--- src/logic/mcu_pkg.sv ---
// mcu power and interrupt fabric shared definitions
// widths, vector types, interrupt bit positions and sequencer states
`default_nettype none

package mcu_pkg;

  // core interrupt vector and fast interrupt group
  typedef logic [31:0] irq_vec_t;
  typedef logic [14:0] fast_irq_t;

  // gpio split: pads 0..7 always-on, pads 8..31 in the peripheral domain
  localparam int NUM_GPIO_AO = 8;

  typedef logic [NUM_GPIO_AO-1:0] gpio_ao_t;
  typedef logic [23:0]            gpio_periph_t;
  typedef logic [31:0]            gpio_pad_t;

  // bit positions in irq_vec_t
  localparam int IRQ_SOFTWARE_BIT = 3;
  localparam int IRQ_TIMER_BIT    = 7;
  localparam int IRQ_EXTERNAL_BIT = 11;
  localparam int IRQ_FAST_LSB     = 16;

  // power-gating sequencer states, down path then up path
  typedef enum logic [3:0] {
    PWR_ON,
    PWR_GATE_CLK,
    PWR_ISOLATE,
    PWR_HOLD_RST,
    PWR_SWITCH_OFF,
    PWR_OFF,
    PWR_SWITCH_ON,
    PWR_RELEASE_RST,
    PWR_RELEASE_ISO
  } pwr_state_e;

endpackage

`default_nettype wire

--- src/logic/domain_pwr_seq.sv ---
// power-gating sequencer for one switchable domain
// drives clock gate, isolation, reset and power switch, all active low
`timescale 1ns/1ps
`default_nettype none

module domain_pwr_seq (
  input  logic clk_i,
  input  logic rst_n_i,
  input  logic sleep_req_i,
  input  logic wake_i,
  input  logic switch_ack_ni,
  output logic clkgate_en_no,
  output logic iso_no,
  output logic rst_no,
  output logic switch_no
);

  mcu_pkg::pwr_state_e state_q;

  // a pending wake overrides the sleep request
  logic sleep_hold;

  assign sleep_hold = sleep_req_i && !wake_i;

  // outputs are registered and change together with the state
  always_ff @(posedge clk_i) begin
    if (!rst_n_i) begin
      state_q       <= mcu_pkg::PWR_ON;
      clkgate_en_no <= 1'b1;
      iso_no        <= 1'b1;
      rst_no        <= 1'b1;
      switch_no     <= 1'b1;
    end else begin
      case (state_q)
        mcu_pkg::PWR_ON: begin
          if (sleep_hold) begin
            clkgate_en_no <= 1'b0;
            state_q       <= mcu_pkg::PWR_GATE_CLK;
          end
        end

        // power down: clock, isolation, reset, then the switch
        mcu_pkg::PWR_GATE_CLK: begin
          iso_no  <= 1'b0;
          state_q <= mcu_pkg::PWR_ISOLATE;
        end

        mcu_pkg::PWR_ISOLATE: begin
          rst_no  <= 1'b0;
          state_q <= mcu_pkg::PWR_HOLD_RST;
        end

        mcu_pkg::PWR_HOLD_RST: begin
          // previous release phase must be acknowledged first
          if (switch_ack_ni) begin
            switch_no <= 1'b0;
            state_q   <= mcu_pkg::PWR_SWITCH_OFF;
          end
        end

        mcu_pkg::PWR_SWITCH_OFF: begin
          // wait for the switch to report the rail is off
          if (!switch_ack_ni) begin
            state_q <= mcu_pkg::PWR_OFF;
          end
        end

        mcu_pkg::PWR_OFF: begin
          if (!sleep_hold && !switch_ack_ni) begin
            switch_no <= 1'b1;
            state_q   <= mcu_pkg::PWR_SWITCH_ON;
          end
        end

        // power up in reverse order once the rail is back
        mcu_pkg::PWR_SWITCH_ON: begin
          if (switch_ack_ni) begin
            rst_no  <= 1'b1;
            state_q <= mcu_pkg::PWR_RELEASE_RST;
          end
        end

        mcu_pkg::PWR_RELEASE_RST: begin
          iso_no  <= 1'b1;
          state_q <= mcu_pkg::PWR_RELEASE_ISO;
        end

        mcu_pkg::PWR_RELEASE_ISO: begin
          clkgate_en_no <= 1'b1;
          state_q       <= mcu_pkg::PWR_ON;
        end

        default: begin
          // unused encodings fall back to the powered state
          state_q       <= mcu_pkg::PWR_ON;
          clkgate_en_no <= 1'b1;
          iso_no        <= 1'b1;
          rst_no        <= 1'b1;
          switch_no     <= 1'b1;
        end
      endcase
    end
  end

endmodule

`default_nettype wire

--- src/logic/irq_assembler.sv ---
// interrupt assembler for the core
// packs the fast group and named sources into a registered vector plus wake flag
`timescale 1ns/1ps
`default_nettype none

module irq_assembler (
  input  logic              clk_i,
  input  logic              rst_n_i,
  input  logic [3:0]        rv_timer_intr_i,
  input  logic              irq_software_i,
  input  logic              irq_external_i,
  input  mcu_pkg::gpio_ao_t gpio_ao_intr_i,
  input  logic              spi_flash_intr_i,
  input  logic              spi_intr_i,
  input  logic              dma_done_intr_i,
  input  logic              accel_fast_intr_i,
  output mcu_pkg::irq_vec_t irq_o,
  output logic              wake_o
);

  localparam int FAST_W = $bits(mcu_pkg::fast_irq_t);

  mcu_pkg::fast_irq_t fast_irq;
  mcu_pkg::irq_vec_t  irq_d;

  // accelerator on top, timers 3..1 at the bottom
  assign fast_irq = {
    accel_fast_intr_i,
    gpio_ao_intr_i,
    spi_flash_intr_i,
    spi_intr_i,
    dma_done_intr_i,
    rv_timer_intr_i[3],
    rv_timer_intr_i[2],
    rv_timer_intr_i[1]
  };

  always_comb begin
    irq_d                                     = '0;
    irq_d[mcu_pkg::IRQ_SOFTWARE_BIT]          = irq_software_i;
    irq_d[mcu_pkg::IRQ_TIMER_BIT]             = rv_timer_intr_i[0];
    irq_d[mcu_pkg::IRQ_EXTERNAL_BIT]          = irq_external_i;
    irq_d[mcu_pkg::IRQ_FAST_LSB +: FAST_W]    = fast_irq;
  end

  always_ff @(posedge clk_i) begin
    if (!rst_n_i) begin
      irq_o  <= '0;
      wake_o <= 1'b0;
    end else begin
      irq_o  <= irq_d;
      // any source wakes the cpu domain
      wake_o <= |irq_d;
    end
  end

endmodule

`default_nettype wire

--- src/logic/gpio_pad_mux.sv ---
// gpio pad split between always-on and peripheral domains
// peripheral pads are clamped low while that domain is isolated
`timescale 1ns/1ps
`default_nettype none

module gpio_pad_mux (
  input  logic                  periph_iso_ni,
  input  mcu_pkg::gpio_ao_t     gpio_ao_out_i,
  input  mcu_pkg::gpio_ao_t     gpio_ao_oe_i,
  input  mcu_pkg::gpio_periph_t gpio_periph_out_i,
  input  mcu_pkg::gpio_periph_t gpio_periph_oe_i,
  input  mcu_pkg::gpio_pad_t    gpio_pad_i,
  output mcu_pkg::gpio_pad_t    gpio_pad_o,
  output mcu_pkg::gpio_pad_t    gpio_pad_oe_o,
  output mcu_pkg::gpio_ao_t     gpio_ao_in_o,
  output mcu_pkg::gpio_periph_t gpio_periph_in_o
);

  localparam int PAD_W    = $bits(mcu_pkg::gpio_pad_t);
  localparam int AO_W     = mcu_pkg::NUM_GPIO_AO;
  localparam int PERIPH_W = $bits(mcu_pkg::gpio_periph_t);

  mcu_pkg::gpio_periph_t iso_mask;

  // all ones while the peripheral domain is powered and not isolated
  assign iso_mask = {PERIPH_W{periph_iso_ni}};

  // pads 0..7 belong to the always-on domain
  assign gpio_pad_o[AO_W-1:0]    = gpio_ao_out_i;
  assign gpio_pad_oe_o[AO_W-1:0] = gpio_ao_oe_i;
  assign gpio_ao_in_o            = gpio_pad_i[AO_W-1:0];

  // pads 8..31 follow the peripheral gpio
  assign gpio_pad_o[PAD_W-1:AO_W]    = gpio_periph_out_i & iso_mask;
  assign gpio_pad_oe_o[PAD_W-1:AO_W] = gpio_periph_oe_i & iso_mask;

  // keep floating pad inputs out of the powered-down logic
  assign gpio_periph_in_o = gpio_pad_i[PAD_W-1:AO_W] & iso_mask;

endmodule

`default_nettype wire

--- src/logic/mcu_pwr_top.sv ---
// mcu power-domain and interrupt fabric top level
// one sequencer per domain, interrupt assembly with cpu wake, gpio pad split
`timescale 1ns/1ps
`default_nettype none

module mcu_pwr_top #(
  parameter int NUM_BANKS = 2
) (
  input  logic                  clk_i,
  input  logic                  rst_n_i,
  input  logic                  dbg_reset_ni,
  input  logic                  core_sleep_i,
  input  logic                  periph_off_i,
  input  logic [NUM_BANKS-1:0]  bank_off_i,
  input  logic                  cpu_switch_ack_ni,
  input  logic                  periph_switch_ack_ni,
  input  logic [NUM_BANKS-1:0]  bank_switch_ack_ni,
  input  logic [3:0]            rv_timer_intr_i,
  input  logic                  irq_software_i,
  input  logic                  irq_external_i,
  input  mcu_pkg::gpio_ao_t     gpio_ao_intr_i,
  input  logic                  spi_flash_intr_i,
  input  logic                  spi_intr_i,
  input  logic                  dma_done_intr_i,
  input  logic                  accel_fast_intr_i,
  input  mcu_pkg::gpio_ao_t     gpio_ao_out_i,
  input  mcu_pkg::gpio_ao_t     gpio_ao_oe_i,
  input  mcu_pkg::gpio_periph_t gpio_periph_out_i,
  input  mcu_pkg::gpio_periph_t gpio_periph_oe_i,
  input  mcu_pkg::gpio_pad_t    gpio_pad_i,
  output logic                  cpu_clkgate_en_no,
  output logic                  cpu_iso_no,
  output logic                  cpu_rst_no,
  output logic                  cpu_switch_no,
  output logic                  periph_clkgate_en_no,
  output logic                  periph_iso_no,
  output logic                  periph_rst_no,
  output logic                  periph_switch_no,
  output logic [NUM_BANKS-1:0]  bank_clkgate_en_no,
  output logic [NUM_BANKS-1:0]  bank_iso_no,
  output logic [NUM_BANKS-1:0]  bank_rst_no,
  output logic [NUM_BANKS-1:0]  bank_switch_no,
  output mcu_pkg::irq_vec_t     irq_o,
  output mcu_pkg::gpio_pad_t    gpio_pad_o,
  output mcu_pkg::gpio_pad_t    gpio_pad_oe_o,
  output mcu_pkg::gpio_ao_t     gpio_ao_in_o,
  output mcu_pkg::gpio_periph_t gpio_periph_in_o
);

  // domain 0 is the cpu, 1 the peripherals, then the memory banks
  localparam int NUM_DOMAINS = 2 + NUM_BANKS;

  logic cpu_wake;

  logic [NUM_DOMAINS-1:0] dom_sleep_req;
  logic [NUM_DOMAINS-1:0] dom_wake;
  logic [NUM_DOMAINS-1:0] dom_switch_ack_n;
  logic [NUM_DOMAINS-1:0] dom_clkgate_en_n;
  logic [NUM_DOMAINS-1:0] dom_iso_n;
  logic [NUM_DOMAINS-1:0] dom_rst_n;
  logic [NUM_DOMAINS-1:0] dom_switch_n;

  assign dom_sleep_req    = {bank_off_i, periph_off_i, core_sleep_i};
  assign dom_switch_ack_n = {bank_switch_ack_ni, periph_switch_ack_ni, cpu_switch_ack_ni};
  // only the cpu has a wake source
  assign dom_wake         = {{(NUM_BANKS + 1){1'b0}}, cpu_wake};

  for (genvar d = 0; d < NUM_DOMAINS; d++) begin : g_domain
    domain_pwr_seq domain_pwr_seq_inst (
      .clk_i,
      .rst_n_i,
      .sleep_req_i  (dom_sleep_req[d]),
      .wake_i       (dom_wake[d]),
      .switch_ack_ni(dom_switch_ack_n[d]),
      .clkgate_en_no(dom_clkgate_en_n[d]),
      .iso_no       (dom_iso_n[d]),
      .rst_no       (dom_rst_n[d]),
      .switch_no    (dom_switch_n[d])
    );
  end

  assign cpu_clkgate_en_no = dom_clkgate_en_n[0];
  assign cpu_iso_no        = dom_iso_n[0];
  assign cpu_switch_no     = dom_switch_n[0];
  // debug system reset also holds the cpu and peripherals in reset
  assign cpu_rst_no        = dom_rst_n[0] & dbg_reset_ni;

  assign periph_clkgate_en_no = dom_clkgate_en_n[1];
  assign periph_iso_no        = dom_iso_n[1];
  assign periph_switch_no     = dom_switch_n[1];
  assign periph_rst_no        = dom_rst_n[1] & dbg_reset_ni;

  assign bank_clkgate_en_no = dom_clkgate_en_n[NUM_DOMAINS-1:2];
  assign bank_iso_no        = dom_iso_n[NUM_DOMAINS-1:2];
  assign bank_rst_no        = dom_rst_n[NUM_DOMAINS-1:2];
  assign bank_switch_no     = dom_switch_n[NUM_DOMAINS-1:2];

  irq_assembler irq_assembler_inst (
    .clk_i,
    .rst_n_i,
    .rv_timer_intr_i,
    .irq_software_i,
    .irq_external_i,
    .gpio_ao_intr_i,
    .spi_flash_intr_i,
    .spi_intr_i,
    .dma_done_intr_i,
    .accel_fast_intr_i,
    .irq_o,
    .wake_o(cpu_wake)
  );

  gpio_pad_mux gpio_pad_mux_inst (
    .periph_iso_ni(dom_iso_n[1]),
    .gpio_ao_out_i,
    .gpio_ao_oe_i,
    .gpio_periph_out_i,
    .gpio_periph_oe_i,
    .gpio_pad_i,
    .gpio_pad_o,
    .gpio_pad_oe_o,
    .gpio_ao_in_o,
    .gpio_periph_in_o
  );

endmodule

`default_nettype wire

--- config.mk ---
export PLATFORM = sky130hd
export DESIGN_NAME = mcu_pwr_top
export DESIGN_NICKNAME = d
export VERILOG_FILES = /design/src/logic/mcu_pkg.sv /design/src/logic/domain_pwr_seq.sv /design/src/logic/irq_assembler.sv /design/src/logic/gpio_pad_mux.sv /design/src/logic/mcu_pwr_top.sv
export SDC_FILE = /design/constraint.sdc
export NUM_CORES = 1
export LEC_CHECK = 0
export BUFFER_PORTS_ARGS = -buffer_cell sky130_fd_sc_hd__buf_2
export CORE_ASPECT_RATIO = 0.6
export CORE_MARGIN = 5
export CORE_UTILIZATION = 35
export CTS_BUF_LIST = sky130_fd_sc_hd__clkbuf_16
export DETAILED_ROUTE_END_ITERATION = 6
export HOLD_SLACK_MARGIN = 0.08
export PLACE_DENSITY = 0.82
export REMOVE_ABC_BUFFERS = 1
export SLEW_MARGIN = 20
export SYNTH_ARGS = -nofsm -noshare
export SYNTH_HDL_FRONTEND = slang
export SYNTH_SLANG_ARGS = --single-unit
--- constraint.sdc ---
create_clock -name clk_i -period 1.4 [get_ports clk_i]
set_clock_uncertainty 0.05 [all_clocks]
set_input_delay 0.14 -clock clk_i [delete_from_list [all_inputs] [get_ports clk_i]]
set_output_delay 0.14 -clock clk_i [all_outputs]
set_load 0.01 [all_outputs]
==> impl_summary.md <==
Logic synthesis
The post-synthesis cell type with the largest combined area is sky130_fd_sc_hd__dfxtp_1. A synthesized cell averages 7.94 um^2. For this run, the number of Yosys warnings is 0. The number of enable-type register cells in the synthesized netlist is 0. The fraction of synthesis flops using an asynchronous set or reset pin is 0.

The number of synthesized register bits is 51. The fraction of post-synthesis cell area in the top cell type by area is 0.331. The cell area that synthesis handed to floorplanning was 3080 um^2. Yosys attributes the largest share of cell area to sky130_fd_sc_hd__dfxtp_1, sky130_fd_sc_hd__and2_1, sky130_fd_sc_hd__buf_4. For this run, the leading register cell type out of synthesis is sky130_fd_sc_hd__dfxtp_1.

The share of the Yosys chip area taken by registers is 0.331. In the synthesized netlist, the cells that appear most often are sky130_fd_sc_hd__and2_1, sky130_fd_sc_hd__dfxtp_1, sky130_fd_sc_hd__buf_4, sky130_fd_sc_hd__a21oi_1, sky130_fd_sc_hd__o21ai_0. Synthesis handed over a netlist of 388 instances. The count of distinct cell types in the synthesized netlist is 47. The most frequent cell after synthesis is sky130_fd_sc_hd__and2_1.

Min path
The cell count of the worst hold path is 2. The path class of the tightest hold or removal check is input pin to flip-flop.

Route
The highest routed metal layer is met4. The detail route stage leaves a number of antenna-violating nets equal to 0. The routed length on met2 is 5.40 mm. Across all layers, the routed design uses 3278 vias.

The first detailed-routing pass ran for 4 iterations. The vias per cell is 4.76. In the final routed layout, each cell accounts on average for 16.7 um. The routed wire length is 11.5 mm. Summed over all nets, wire length on met3 after detailed routing comes to 914 um.

For this run, design rule violations remaining after detail routing come to 0. The detailed router put a total of 5.07 mm of wire on met1. For this block, the initial DRC count from the detailed router was 100.

Layout
The final cell count without fillers is 689. The final net count is 699. The count of filler cells inserted in the layout is 832. The fraction of layout cells with a size suffix above 1 is 0.423. Measured on the finished design, the core utilization comes to 0.512. The relative area change from synthesis to final layout is 42.2%.

Global route
The largest net degree at the start of global routing is 74. After global routing the overflow that remains totals 0. The global-route usage over all layers is 0.188. The number of global-route vias before repair is 3066.

The first-pass GRT wire length is 16.6 mm. The number of antenna violations at the first check in global routing was 2.

CTS
The maximum number of buffers from clock root to sink is 2. The H-tree generated during clock tree synthesis spans 2 levels. The latest clock arrival within the worst-skew pair is 0.28 ns.

The clock transition at the registers of the reported paths is 0.07 ns. The sink count of the clock tree is 51. The cell sitting at the root of the clock tree is a sky130_fd_sc_hd__clkbuf_16.

The clock tree from TritonCTS is yes. The total clock buffers created by CTS is 5.

Worst setup path
The worst setup path is captured at a flip-flop. The required time of the critical path is 1.52 ns. STA classifies the critical path startpoint as a flip-flop.

The number of cells on the worst reg-to-reg path is 4. The critical-path maximum fanout is 2. The worst path arrival time is 1.48 ns.

The worst setup path is of the flip-flop to flip-flop kind.

Timing
The number of pins with negative max-slew slack in the final report is 0. The clock period could shrink to 1.36 ns. Setup repair after global routing left no endpoint under its margin. The top achievable clock speed is 734 MHz.

The total count of hold-check failures in the final report was 0. Setup violations remaining at the end of the flow were counted as 0. Of the available clock period, the critical path in the final layout requires 0.973. Setup slack on the critical path of the routed design comes to 0.0380 ns.

The final-layout worst hold slack is 0.0919 ns.

Power and ir drop
Of the total power, the share spent switching nets is 0.296. The part of the power in registers is 0.386. The fraction of power consumed by combinational cells is 0.294. Summed over all cells, the static leakage comes to 2.10 nW.

The peak supply drop is 0.617 mV. The net switching power figure is 1.28 mW. The power density relative to cell area is 984 nW/um^2. The cell-internal power is 3.03 mW. Of the total power, the clock network draws 0.320.

Placed design
Routability-driven placement finished with a final weighted congestion of 0.813. In this run the tool buffered the top-level ports with 206 buffer cells. Before CTS, the worst setup slack after placement is -0.0941 ns.

Counting tap cells, the placed design contains a total of 659 instances. Summed over all nets, the half-perimeter wirelength after detailed placement is 9.01 mm.

Die
The area enclosed by the die boundary is 10800 um^2. The die is 131 um wide. During I/O placement, the number of pins put on the boundary was 269. From bottom edge to top edge, the die measures 82.7 um. The core region area is 8560 um^2.

For this configuration, the core starts out at a cell density of 0.360. After floorplanning, the core was divided into 26 placement rows.

Status
The run finished with clean final reports.

Run
The tool flagged a number of max-cap violations equal to 0.
==> cell usage in the layout, fill, tap and decap left out, drive strengths merged, types with 8 or more instances in the layout <==
cell / instances
nor3: 8
inv: 16
nor2: 20
dlygate4sd3: 18
and2: 94
conb: 14
a21oi: 24
dfxtp: 51
buf: 218
o21ai: 22
nand2: 10
==> routing by layer <==
metal	vias up	global-route usage
met5	-	0
met4	0	0.0384
met3	6	0.0666
met2	146	0.299
met1	1508	0.250
li1	1618	-
==> power by group through the flow <==
stage                     combinational [mW]  clock [mW]  sequential, mW
after CTS                               1.23        1.41            1.65
after global placement                  1.15           0            1.67
after floorplan                        0.508           0            1.73
after global routing                    1.39        1.48            1.68
after detailed placement                1.18           0            1.68
final                                   1.27        1.38            1.67
==> worst paths after layout <==
kind                                                       from                                            end  slack [ns]
setup / recovery     g_domain[3].domain_pwr_seq_inst.state_q[1]      g_domain[3].domain_pwr_seq_inst.switch_no        0.04
hold / removal                                          rst_n_i         g_domain[1].domain_pwr_seq_inst.iso_no        0.09
setup reg to reg     g_domain[3].domain_pwr_seq_inst.state_q[1]      g_domain[3].domain_pwr_seq_inst.switch_no        0.04
hold reg to reg   g_domain[0].domain_pwr_seq_inst.clkgate_en_no  g_domain[0].domain_pwr_seq_inst.clkgate_en_no        0.41
==> worst max-delay path: stages, from the launching register on <==
cell and delay (ns):
sky130_fd_sc_hd__dfxtp_1 0.31, sky130_fd_sc_hd__or4b_4 0.53, sky130_fd_sc_hd__a21oi_2 0.16, sky130_fd_sc_hd__o311a_1 0.15, sky130_fd_sc_hd__a31oi_1 0.04
==> flip-flops by register name, indices dropped and copies added, names as in the netlist <==
signal,count
irq_assembler_inst.irq_o,18
g_domain.domain_pwr_seq_inst.state_q,16
g_domain.domain_pwr_seq_inst.clkgate_en_no,4
g_domain.domain_pwr_seq_inst.iso_no,4
g_domain.domain_pwr_seq_inst.rst_no,4
g_domain.domain_pwr_seq_inst.switch_no,4
irq_assembler_inst.wake_o,1
==> what timing repair did <==
item / 4_1_cts / 5_1_grt
hold buffers: 18 / 0
gates cloned: 0 / 2
pin swaps: 1 / 3
resized for setup: 4 / 12
endpoints found under the hold margin: 19 / 0
setup buffers: 0 / 0
setup endpoints to repair: 5 / 59
==> cell families (layout without fill, tap and decap cells) <==
group / Yosys count / in the layout / share of synthesized area
flip-flops: 51 / 51 / 0.331
buffers and inverters: 87 / 261 / 0.173
AND/OR/NAND/NOR: 170 / 170 / 0.326
other: 1 / 16 / 0.00122
multiplexers: 4 / 4 / 0.0130
AO/OA/AOI/OAI: 75 / 75 / 0.156
==> metrics by stage <==
step	total power, mW	setup TNS, ns	area (um^2)
after detailed placement	2.86	-0.173	3940
final	4.31	0	4380
after floorplan	2.24	-8.89	2660
after global routing	4.54	0	4380
after global placement	2.83	0	3940
after CTS	4.29	-0.0463	4300
==> layout make-up <==
class                           count  area [um^2]  share of cell area
Inverter                           15         56.3              0.0128
Multi-Input combinational cell    263         1600               0.366
Clock buffer                        5          125              0.0286
Clock inverter                      3         42.5             0.00971
Timing Repair Buffer              238         1380               0.314
Tap cell                          112          140              0.0320
Sequential cell                    51         1030               0.236
Antenna cell                        2         5.00             0.00114
No activity file was read; power rests on OpenSTA's default activity.
